--- src/fpm_cfg.svh ---
`ifndef FPM_CFG_SVH
`define FPM_CFG_SVH

////////////////////////////////////////////////////////////////////////////
// Register map
////////////////////////////////////////////////////////////////////////////

`define FPM_ADR_W       4            // Byte address bits on the bus

`define FPM_ADR_OP_A    4'h0         // Operand A, write only
`define FPM_ADR_OP_B    4'h4         // Operand B, write launches a multiply
`define FPM_ADR_RESULT  4'h8         // Last product
`define FPM_ADR_STATUS  4'hc         // Busy and sticky flags, write clears flags

////////////////////////////////////////////////////////////////////////////
// Number format
////////////////////////////////////////////////////////////////////////////

`define FPM_EXP_BIAS    127          // Single precision exponent bias

`endif

--- src/fpm_pkg.sv ---
`default_nettype none

`include "fpm_cfg.svh"

package fpm_pkg;

  typedef struct packed {
    logic        sign;
    logic [7:0]  exponent;
    logic [22:0] mantissa;
  } fp32_t;

  typedef enum logic [2:0] {
    cls_zero      = 3'b000,
    cls_subnormal = 3'b001,
    cls_inf       = 3'b010,
    cls_nan       = 3'b011,
    cls_normal    = 3'b100
  } fp_class_e;

  typedef struct packed {
    logic invalid;
    logic overflow;
    logic underflow;
    logic inexact;
  } fp_flags_t;                      // Order matches STATUS bits 4:1

  typedef struct packed {
    fp32_t a;
    fp32_t b;
  } mul_req_t;

  typedef struct packed {
    fp32_t     value;
    fp_flags_t flags;
  } path_out_t;

  typedef struct packed {
    fp32_t     result;
    fp_flags_t flags;
  } mul_rsp_t;

  typedef struct packed {
    logic                  cyc;
    logic                  stb;
    logic                  we;
    logic [`FPM_ADR_W-1:0] adr;
    logic [31:0]           dat;
  } wb_req_t;

  typedef struct packed {
    logic        ack;
    logic [31:0] dat;
  } wb_rsp_t;

endpackage

`default_nettype wire

--- src/fpm_special_path.sv ---
`timescale 1ns/1ns
`default_nettype none

module fpm_special_path (
  input  logic               clk,
  input  logic               reset,
  input  logic               start,
  input  fpm_pkg::mul_req_t  req,
  output fpm_pkg::path_out_t special,
  output logic               hit,
  output logic               valid
);
  import fpm_pkg::*;

  function automatic fp_class_e classify(input fp32_t x);
    if (x.exponent == 8'h00) begin
      return (x.mantissa == '0) ? cls_zero : cls_subnormal;
    end
    if (x.exponent == 8'hff) begin
      return (x.mantissa == '0) ? cls_inf : cls_nan;
    end
    return cls_normal;
  endfunction

  fp_class_e cls_a;
  fp_class_e cls_b;
  logic      zero_any;                                 // Subnormal counts as zero
  logic      inf_any;
  logic      nan_any;
  logic      sign_out;
  logic      hit_nxt;
  path_out_t special_nxt;

  always_comb begin
    cls_a    = classify(req.a);
    cls_b    = classify(req.b);
    zero_any = (cls_a inside {cls_zero, cls_subnormal}) ||
               (cls_b inside {cls_zero, cls_subnormal});
    inf_any  = (cls_a == cls_inf) || (cls_b == cls_inf);
    nan_any  = (cls_a == cls_nan) || (cls_b == cls_nan);
    sign_out = req.a.sign ^ req.b.sign;
    hit_nxt  = zero_any || inf_any || nan_any;

    special_nxt = '0;
    if (nan_any || (zero_any && inf_any)) begin
      special_nxt.value         = 32'h7fc00000;       // Canonical quiet NaN
      special_nxt.flags.invalid = 1'b1;
    end else if (inf_any) begin
      special_nxt.value = {sign_out, 8'hff, 23'd0};   // Signed infinity
    end else if (zero_any) begin
      special_nxt.value = {sign_out, 8'h00, 23'd0};   // Signed zero
    end
  end

  always_ff @(posedge clk) begin
    if (reset) begin
      valid <= 1'b0;
    end else begin
      valid <= start;                                  // Stage valid for the merger
    end
  end

  always_ff @(posedge clk) begin
    if (start) begin
      hit     <= hit_nxt;
      special <= special_nxt;
    end
  end

endmodule

`default_nettype wire

--- src/fpm_normal_path.sv ---
`timescale 1ns/1ns
`default_nettype none

`include "fpm_cfg.svh"

module fpm_normal_path (
  input  logic               clk,
  input  logic               reset,
  input  logic               start,
  input  fpm_pkg::mul_req_t  req,
  output fpm_pkg::path_out_t normal
);
  import fpm_pkg::*;

  logic               sign_out;
  logic [47:0]        prod;                            // 1.xx * 1.xx lands in [1,4)
  logic               norm_hi;
  logic [22:0]        mant_trunc;
  logic               guard;
  logic               sticky;
  logic               round_up;
  logic [23:0]        mant_rnd;                        // Bit 23 is the rounding carry
  logic signed [9:0]  exp_sum;
  logic signed [9:0]  exp_final;
  path_out_t          normal_nxt;

  ////////////////////////////////////////////////////////////////////////////
  // Significand product and normalization
  ////////////////////////////////////////////////////////////////////////////

  always_comb begin
    sign_out = req.a.sign ^ req.b.sign;
    prod     = {1'b1, req.a.mantissa} * {1'b1, req.b.mantissa};
    norm_hi  = prod[47];                               // Product >= 2, shift by one

    if (norm_hi) begin
      mant_trunc = prod[46:24];
      guard      = prod[23];
      sticky     = |prod[22:0];
    end else begin
      mant_trunc = prod[45:23];
      guard      = prod[22];
      sticky     = |prod[21:0];
    end

    // Exponent in 10-bit two's complement so both range ends stay visible
    exp_sum = 10'(req.a.exponent) + 10'(req.b.exponent) + 10'(norm_hi)
              - 10'(`FPM_EXP_BIAS);
  end

  ////////////////////////////////////////////////////////////////////////////
  // Round to nearest, ties to even
  ////////////////////////////////////////////////////////////////////////////

  always_comb begin
    round_up  = guard & (sticky | mant_trunc[0]);
    mant_rnd  = {1'b0, mant_trunc} + 24'(round_up);
    exp_final = exp_sum + 10'(mant_rnd[23]);          // All ones rolls into exponent
  end

  ////////////////////////////////////////////////////////////////////////////
  // Exponent range check
  ////////////////////////////////////////////////////////////////////////////

  always_comb begin
    normal_nxt = '0;
    if (exp_final >= 10'sd255) begin
      normal_nxt.value           = {sign_out, 8'hff, 23'd0};
      normal_nxt.flags.overflow  = 1'b1;
      normal_nxt.flags.inexact   = 1'b1;
    end else if (exp_final <= 10'sd0) begin
      normal_nxt.value           = {sign_out, 8'h00, 23'd0};  // Flush to zero
      normal_nxt.flags.underflow = 1'b1;
      normal_nxt.flags.inexact   = 1'b1;
    end else begin
      normal_nxt.value         = {sign_out, exp_final[7:0], mant_rnd[22:0]};
      normal_nxt.flags.inexact = guard | sticky;
    end
  end

  always_ff @(posedge clk) begin
    if (reset) begin
      normal <= '0;
    end else if (start) begin
      normal <= normal_nxt;
    end
  end

endmodule

`default_nettype wire

--- src/fpm_result_merge.sv ---
`timescale 1ns/1ns
`default_nettype none

module fpm_result_merge (
  input  logic               clk,
  input  logic               reset,
  input  logic               hit,
  input  logic               valid,
  input  fpm_pkg::path_out_t special,
  input  fpm_pkg::path_out_t normal,
  output fpm_pkg::mul_rsp_t  rsp,
  output logic               done
);

  always_ff @(posedge clk) begin
    if (reset) begin
      done <= 1'b0;
    end else begin
      done <= valid;                                   // One pulse per item
    end
  end

  // Response holds until the next item arrives
  always_ff @(posedge clk) begin
    if (valid) begin
      if (hit) begin
        rsp.result <= special.value;
        rsp.flags  <= special.flags;
      end else begin
        rsp.result <= normal.value;
        rsp.flags  <= normal.flags;
      end
    end
  end

endmodule

`default_nettype wire

--- src/fpm_wb_regs.sv ---
`timescale 1ns/1ns
`default_nettype none

`include "fpm_cfg.svh"

module fpm_wb_regs (
  input  logic              clk,
  input  logic              reset,
  input  fpm_pkg::wb_req_t  wb_req,
  output fpm_pkg::wb_rsp_t  wb_rsp,
  output fpm_pkg::mul_req_t req,
  output logic              start,
  input  fpm_pkg::mul_rsp_t rsp,
  input  logic              done
);
  import fpm_pkg::*;

  logic        strobe;                                 // New cycle, not yet acked
  logic        wr;
  logic        sel_op_a;
  logic        sel_op_b;
  logic        sel_status;
  logic        busy;
  fp_flags_t   sticky;
  fp32_t       result_q;
  logic [31:0] rd_data;

  ////////////////////////////////////////////////////////////////////////////
  // Bus decode
  ////////////////////////////////////////////////////////////////////////////

  assign strobe     = wb_req.cyc & wb_req.stb & ~wb_rsp.ack;
  assign wr         = strobe & wb_req.we;
  assign sel_op_a   = wb_req.adr == `FPM_ADR_OP_A;
  assign sel_op_b   = wb_req.adr == `FPM_ADR_OP_B;
  assign sel_status = wb_req.adr == `FPM_ADR_STATUS;

  always_comb begin
    case (wb_req.adr)
      `FPM_ADR_RESULT: rd_data = result_q;
      `FPM_ADR_STATUS: rd_data = {27'd0, sticky, busy};
      default:         rd_data = '0;                   // Operands read back as zero
    endcase
  end

  ////////////////////////////////////////////////////////////////////////////
  // Control and status
  ////////////////////////////////////////////////////////////////////////////

  always_ff @(posedge clk) begin
    if (reset) begin
      wb_rsp   <= '0;
      start    <= 1'b0;
      busy     <= 1'b0;
      sticky   <= '0;
      result_q <= '0;
    end else begin
      wb_rsp.ack <= strobe;
      if (strobe && !wb_req.we) begin
        wb_rsp.dat <= rd_data;
      end
      start <= wr & sel_op_b;                          // Fires with the OP_B ack
      if (wr && sel_op_b) begin
        busy <= 1'b1;
      end else if (done) begin
        busy <= 1'b0;
      end
      if (wr && sel_status) begin
        sticky <= '0;
      end else if (done) begin
        sticky <= sticky | rsp.flags;
      end
      if (done) begin
        result_q <= rsp.result;
      end
    end
  end

  always_ff @(posedge clk) begin
    if (wr && sel_op_a) begin
      req.a <= wb_req.dat;
    end
    if (wr && sel_op_b) begin
      req.b <= wb_req.dat;
    end
  end

endmodule

`default_nettype wire

--- src/fpm_top.sv ---
`timescale 1ns/1ns
`default_nettype none

module fpm_top (
  input  logic             clk,
  input  logic             reset,
  input  fpm_pkg::wb_req_t wb_req,
  output fpm_pkg::wb_rsp_t wb_rsp
);
  import fpm_pkg::*;

  mul_req_t  req;
  logic      start;
  path_out_t special;
  path_out_t normal;
  logic      hit;
  logic      valid;
  mul_rsp_t  rsp;
  logic      done;

  fpm_wb_regs i_regs (
    .clk    (clk),
    .reset  (reset),
    .wb_req (wb_req),
    .wb_rsp (wb_rsp),
    .req    (req),
    .start  (start),
    .rsp    (rsp),
    .done   (done)
  );

  fpm_special_path i_special (
    .clk     (clk),
    .reset   (reset),
    .start   (start),
    .req     (req),
    .special (special),
    .hit     (hit),
    .valid   (valid)
  );

  fpm_normal_path i_normal (
    .clk    (clk),
    .reset  (reset),
    .start  (start),
    .req    (req),
    .normal (normal)
  );

  fpm_result_merge i_merge (
    .clk     (clk),
    .reset   (reset),
    .hit     (hit),
    .valid   (valid),
    .special (special),
    .normal  (normal),
    .rsp     (rsp),
    .done    (done)
  );

endmodule

`default_nettype wire

--- config.mk ---
export PLATFORM = sky130hd
export DESIGN_NAME = fpm_top
export DESIGN_NICKNAME = d
export VERILOG_FILES = /design/src/fpm_pkg.sv /design/src/fpm_special_path.sv /design/src/fpm_normal_path.sv /design/src/fpm_result_merge.sv /design/src/fpm_wb_regs.sv /design/src/fpm_top.sv
export VERILOG_INCLUDE_DIRS = /design/src
export SDC_FILE = /design/constraint.sdc
export NUM_CORES = 2
export LEC_CHECK = 0
export ABC_CLOCK_PERIOD_IN_PS = 14100
export BUFFER_PORTS_ARGS = -buffer_cell sky130_fd_sc_hd__buf_2
export CORE_UTILIZATION = 53
export CTS_BUF_LIST = sky130_fd_sc_hd__clkbuf_8
export DETAILED_ROUTE_END_ITERATION = 8
export MAX_ROUTING_LAYER = met4
export PLACE_DENSITY = 0.74
export SYNTH_ARGS = -nofsm -noshare
export SYNTH_HDL_FRONTEND = slang
export SYNTH_SLANG_ARGS = --single-unit
--- constraint.sdc ---
create_clock -name clk -period 14.1 [get_ports clk]
set_clock_uncertainty 0.05 [all_clocks]
set_input_delay 0 -clock clk [delete_from_list [all_inputs] [get_ports clk]]
set_output_delay 0 -clock clk [all_outputs]
set_load 0.01 [all_outputs]
### After elaboration in Yosys (flattened, before gate mapping)

Cells that the tools add are included.
W data, S select, Z words.

| storage, ports and cells | value |
|---|---|
| register bits after elaboration | 242 |
| input bits | 41 |
| output and inout bits | 33 |
| logic and storage cells | 128 |

| operators by class | value |
|---|---|
| $add $sub $neg | 5 |
| multipliers | 1 |
| magnitude comparators | 2 |
| equality and inequality tests | 11 |
| mux-type cells | 35 |
| bitwise operators | 10 |
| reductions and logical operators | 26 |

Operators with widths:

| cell | count |
|---|---|
| $mux W32 | 2 |
| $pmux W32 S2 | 1 |
| $mux W31 | 2 |
| $mul A24 B24 Y48 | 1 |
| $logic_not A23 Y1 | 2 |
| $mux W36 | 1 |
| $add A23 B1 Y24 | 1 |
| $mux W3 | 8 |
| $mux W23 | 1 |
| $reduce_or A23 Y1 | 1 |
| $reduce_or A22 Y1 | 1 |
| $add A10 B1 Y10 | 2 |
| $mux W1 | 20 |
| $eq A8 B8 Y1 const B | 2 |
| $logic_not A8 Y1 | 2 |
| $eq A3 B2 Y1 const B | 4 |
| $ge A10 B9 Y1 const B | 1 |
| $le A10 B1 Y1 const B | 1 |
| $sub A10 B7 Y10 const B | 1 |
| $add A8 B8 Y9 | 1 |
| $eq A4 B4 Y1 const B | 2 |
| $eq A3 B1 Y1 const B | 2 |
| $logic_not A3 Y1 | 2 |
| $logic_or A1 B1 Y1 | 6 |
| other kinds (11) | 23 |

### Longest topological paths before layout

| logic depth | value |
|---|---|
| depth after elaboration | 12 |
| depth in mapped cells | 43 |
| gate-level depth less buffers | 40 |

### Hierarchy

A second synthesis with hierarchy kept.

| second synthesis, totals | value |
|---|---|
| cell total of the unflattened synthesis | 3110 |
| area total of the unflattened synthesis | 29055.4 um2 |

Modules (own cells, without submodules):

| module | times used | cells an instance | area each (um2) | sequential area each (um2) |
|---|---|---|---|---|
| fpm_normal_path | 1 | 2609 | 22141.2 | 700.7 |
| fpm_wb_regs | 1 | 343 | 4533.1 | 3343.2 |
| fpm_result_merge | 1 | 78 | 1696.6 | 1101.1 |
| fpm_special_path | 1 | 80 | 684.4 | 170.2 |

### Worst setup path after synthesis

Ideal clock, no wire load.

| path | value |
|---|---|
| path kind | reg-to-reg |
| from | register i_regs.req[45] (netlist name) |
| to | register i_normal.normal[10] (netlist name) |
| setup time | 0.059 ns |
| arrival | 9.863 ns |
| data required time | 13.991 ns |
| path slack | 4.129 ns |
| cell stages (with the launch flop) | 41 |
| clock period less this slack | 9.971 ns |
| cell sequence | edfxtp_1 -> clkbuf_1 -> nand2_1 -> fa_1 -> inv_1 -> fa_1 -> inv_1 -> fa_1 -> inv_1 -> fa_1 -> inv_1 -> fa_1 -> inv_1 -> fa_1 -> inv_1 -> fa_1 -> inv_1 -> ha_1 -> [5 not listed] -> o311ai_2 -> or3_4 -> or2_4 -> nor4b_4 -> nand2_1 -> nor4_1 -> ha_1 -> a21oi_1 -> nor2_1 -> nand3_1 -> nor3_1 -> a21oi_1 -> xnor2_1 -> a21bo_2 -> nor4_2 -> buf_2 -> buf_2 -> a22o_1 |

| on the way | value |
|---|---|
| longest elaborated chain between the ends | 10 |

RTL lines:

| item | RTL line | text |
|---|---|---|
| $mul A24 B24 Y48 (*) | fpm_normal_path.sv:33 | `prod = {1'b1, req.a.mantissa} * {1'b1, req.b.mantissa};` |
| $reduce_or A23 Y1 / $reduce_or A22 Y1 (equally long branches) | fpm_normal_path.sv:39, fpm_normal_path.sv:43 |  |
| $mux W1 | fpm_normal_path.sv:36 | `if (norm_hi) begin` |
| $or A1 B1 Y1 | fpm_normal_path.sv:56 | `round_up = guard & (sticky \| mant_trunc[0]);` |
| $and A1 B1 Y1 | fpm_normal_path.sv:56 |  |
| $add A23 B1 Y24 | fpm_normal_path.sv:57 | `mant_rnd = {1'b0, mant_trunc} + 24'(round_up);` |
| $add A10 B1 Y10 | fpm_normal_path.sv:58 | `exp_final = exp_sum + 10'(mant_rnd[23]);` |
| $le A10 B1 Y1 | fpm_normal_path.sv:71 | `end else if (exp_final <= 10'sd0) begin` |
| $mux W31 | fpm_normal_path.sv:71 |  |
| $mux W31 (*) | fpm_normal_path.sv:67 | `if (exp_final >= 10'sd255) begin` |

Every way passes the cells marked *; elsewhere a longest branch is shown, timed or not.
A chain may end at the register's enable or synchronous reset.

### Worst setup path in the final report

| path | value |
|---|---|
| from | register i_regs.req[0] (netlist name) |
| to | register i_normal.normal[18] (netlist name) |

| on the way | value |
|---|---|
| longest elaborated chain between the ends | 10 |

RTL lines:

| item | RTL line |
|---|---|
| $mul A24 B24 Y48 (*) | fpm_normal_path.sv:33 |
| $reduce_or A23 Y1 / $reduce_or A22 Y1 (equally long branches) | fpm_normal_path.sv:39, fpm_normal_path.sv:43 |
| $mux W1 | fpm_normal_path.sv:36 |
| $or A1 B1 Y1 | fpm_normal_path.sv:56 |
| $and A1 B1 Y1 | fpm_normal_path.sv:56 |
| $add A23 B1 Y24 | fpm_normal_path.sv:57 |
| $add A10 B1 Y10 | fpm_normal_path.sv:58 |
| $le A10 B1 Y1 | fpm_normal_path.sv:71 |
| $mux W31 | fpm_normal_path.sv:71 |
| $mux W31 (*) | fpm_normal_path.sv:67 |

Marks and branches as above.

==> impl_metrics.json <==
{
  "vias_per_cell": 5.60,
  "cp_data_required_time_ps": 14590,
  "fillCellCount": 4619,
  "tns_ps": 0,
  "drc_errors": 0,
  "insertion_delay_ps": 620,
  "grt_max_degree": 85,
  "synth_area_leaders": "fa_1 34%, edfxtp_1 11%, ha_1 8.3%, inv_1 8.1%, dfxtp_1 7.7%",
  "yosys_warnings": 0,
  "io_pins": 74,
  "crit_path_top_delay_cell": "edfxtp_1",
  "hpwl_um": 55400,
  "whs_endpoint": "i_regs.req[34]",
  "crit_path_frequent_cell": "fa_1",
  "clock-sinks": 213,
  "hold_start": "wb_req[2]",
  "timing.final.max_slew_violations": 0,
  "ys_seq_area_share_pct": 18.9,
  "drtIter0Drc": 1522,
  "holdPathStages": 2,
  "die_w_um": 232,
  "gp_congestion": 1.00,
  "worst_setup_path_end_kind": "flop",
  "leakagePower_nw": 14.2,
  "post_drt_wl_per_cell_um": 19.6,
  "power_density_nw_per_um2": 75.5,
  "core_um2": 52600,
  "timing.rr.start": "i_regs.req[0]",
  "synth_ff_type": "dfxtp_1",
  "port_buffers": 73,
  "ys_ff_latch": 213,
  "antenna_found_initial": 2,
  "area_delta_synth_final_pct": 7.44,
  "netlist_instances": 3028,
  "start_util_pct": 53.5,
  "startpoint_type": "flop",
  "ant_nets": 0,
  "drt-pass1-iter-count": 5,
  "vias": 21232,
  "crit_type": "reg2reg",
  "nets": 3786,
  "rsz0062_at_grt": "no",
  "grt_overflow": 0,
  "dp.cells": 3683,
  "async_flop_share_pct": 0,
  "final-seq-area_um2": 5320,
  "syn-mean-instance-area_um2": 9.29,
  "stdcell_area_um2": 30200,
  "syn_nets": 3739,
  "fin_crit_ps": 12140,
  "synth.top_cell.area_share_pct": 34.4,
  "cts_tree": "yes",
  "layout-drive-gt1-share_pct": 6.15,
  "cts_buffer_depth": 3,
  "finalNonFillerCells": 3794,
  "final-hold-violation-count": 0,
  "clock-root-buffer": "clkbuf_8",
  "numCtsBuffers": 37,
  "multi_input_area_um2": 20000,
  "post_cts_buffers": 0,
  "min_path_type": "in2reg",
  "grt_pass1_wl_um": 118000,
  "tightest_slew_ps": 1190,
  "grtUsageTotal_pct": 29.2,
  "grt_pass1_vias": 22307,
  "synth_edf_count": 105,
  "ys_types": 79,
  "h-tree-depth": 2,
  "cp_max_fo": 24,
  "row_count": 84,
  "placed_cell_area_um2": 29100,
  "whs_ps": 54.1,
  "reg2reg_slack_ps": 1960,
  "setup_viol": 0,
  "die_h_um": 232,
  "fmax_mhz": 82.4,
  "synth_area_um2": 28100,
  "r2r.worst_path.cells": 38,
  "arrival_ps": 12620,
  "outcome": "completed",
  "cp_slowest_stage_delay_ps": 840,
  "fp.dieArea_um2": 54000,
  "max_slew_margin_pct": 20.9,
  "reg2reg_to": "i_normal.normal[18]",
  "yosysTopAreaCell": "fa_1",
  "wl_um": 74400,
  "period_share_pct": 86.1,
  "maxCapViolations": 0,
  "p_total_w": 0.00228,
  "clk_pin_slew_ps": 70,
  "peakVddDrop_mv": 0.0732
}
-- synthesized netlist by cell type, types with 17 or more instances --
master / n
ha_1: 186
inv_1: 609
nand2_1: 355
clkbuf_1: 119
xnor2_1: 48
edfxtp_1: 105
a21oi_1: 88
xor2_1: 32
nand4_1: 27
a22oi_1: 35
nor2b_1: 32
nor3_1: 18
and2_1: 248
fa_1: 484
mux2i_1: 41
dfxtp_1: 108
o21ai_0: 53
nor2_1: 176
a21o_1: 17
nor4_1: 24
nand3_1: 18
-- per-layer routing --
metal  track usage [%]  part of all wire [%]  vias to the layer above
li1                  -                     -                     9519
met1              35.6                    40                    10585
met2              47.8                    48                      891
met3              4.98                   7.6                      237
met4              12.7                   5.0                        0
met5                 -                     0                        -
-- timing repair --
action	in CTS	in global routing
gates resized for setup	0	0
hold buffers	41	0
endpoints found under the hold margin	98	0
-- cells by family (layout without fill, tap and decap cells) --
group,count (synthesis),after routing,share of synthesized area (%)
AND/OR/NAND/NOR,948,948,16.5
adder cells (fa/ha/maj),670,670,42.7
other,0,2,0
multiplexers,43,43,1.54
flip-flops,213,213,18.9
buffers and inverters,756,832,10.2
AO/OA/AOI/OAI,318,318,7.66
XOR/XNOR,80,80,2.49
-- worst max-delay path, delay by kind of cell (launching register included) --
family | cells | cell delay (ps)
xor+xnor | 1 | 470
simple gates | 11 | 3140
buf+inv | 6 | 1060
fa+ha+maj | 9 | 4090
mux | 2 | 700
compound gates | 9 | 1640
flops | 1 | 840
-- worst max path at each step --
| stage | startpoint | to | cells past startpoint |
|---|---|---|---|
| after global routing | i_regs.req[0] | i_normal.normal[16] | 38 |
| after detailed placement | i_regs.req[0] | i_normal.normal[16] | 38 |
| after CTS | i_regs.req[0] | i_normal.normal[18] | 38 |
| after global placement | i_regs.req[0] | i_normal.normal[17] | 38 |
| final | i_regs.req[0] | i_normal.normal[18] | 38 |
| after floorplan | i_regs.req[45] | i_normal.normal[10] | 40 |
-- flip-flops by register name, summed over array words and instances, names as in the netlist, 4 cells and up --
register	count
i_merge.rsp	36
i_normal.normal	35
i_regs.req	64
i_regs.result_q	32
i_regs.sticky	4
i_regs.wb_rsp	33
i_special.special	4
-- layout by cell type, fill, tap and decap left out, drive strengths merged, types with 6 or more instances in the layout --
master / count
inv: 624
fa: 484
nand2: 355
and2: 248
ha: 186
nor2: 176
buf: 110
dfxtp: 108
edfxtp: 105
a21oi: 92
o21ai: 56
xnor2: 48
mux2i: 41
dlygate4sd3: 41
clkbuf: 39
a22oi: 35
xor2: 32
nor2b: 32
nand4: 27
nor4: 25
nor3: 19
nand3: 18
a21o: 17
a22o: 16
clkinv: 16
a211oi: 12
a31oi: 11
and3: 11
o211ai: 11
nand2b: 10
o21a: 9
and4: 8
o21bai: 7
a211o: 6
or3: 6
-- power by group --
part	leakage, nW	total, W	switching [W]	internal, W
combinational	11.9	0.00107	0.000686	0.000388
sequential	1.81	0.000650	0.00000192	0.000648
clock	0.414	0.000556	0.000273	0.000283
total	14.2	0.00228	0.000962	0.00132
-- metrics by stage --
step | setup slack (ps) | util (%)
4_1_cts | 2050 | 57.5
3_3_place_gp | 2470 | 55.3
2_1_floorplan | 4130 | -
3_5_place_dp | 2060 | 55.3
5_1_grt | 854 | 57.5
6_report | 1960 | 57.5
-- final cells by class --
| type | count | share of cell area [%] |
|---|---|---|
| Inverter | 613 | 7.61 |
| Sequential cell | 213 | 17.6 |
| Multi-Input combinational cell | 2059 | 66.0 |
| Tap cell | 688 | 2.85 |
| Antenna cell | 2 | 0.0166 |
| Timing Repair Buffer | 151 | 3.49 |
| Clock buffer | 39 | 1.78 |
| Clock inverter | 29 | 0.625 |
No activity file was read; power rests on OpenSTA's default activity.
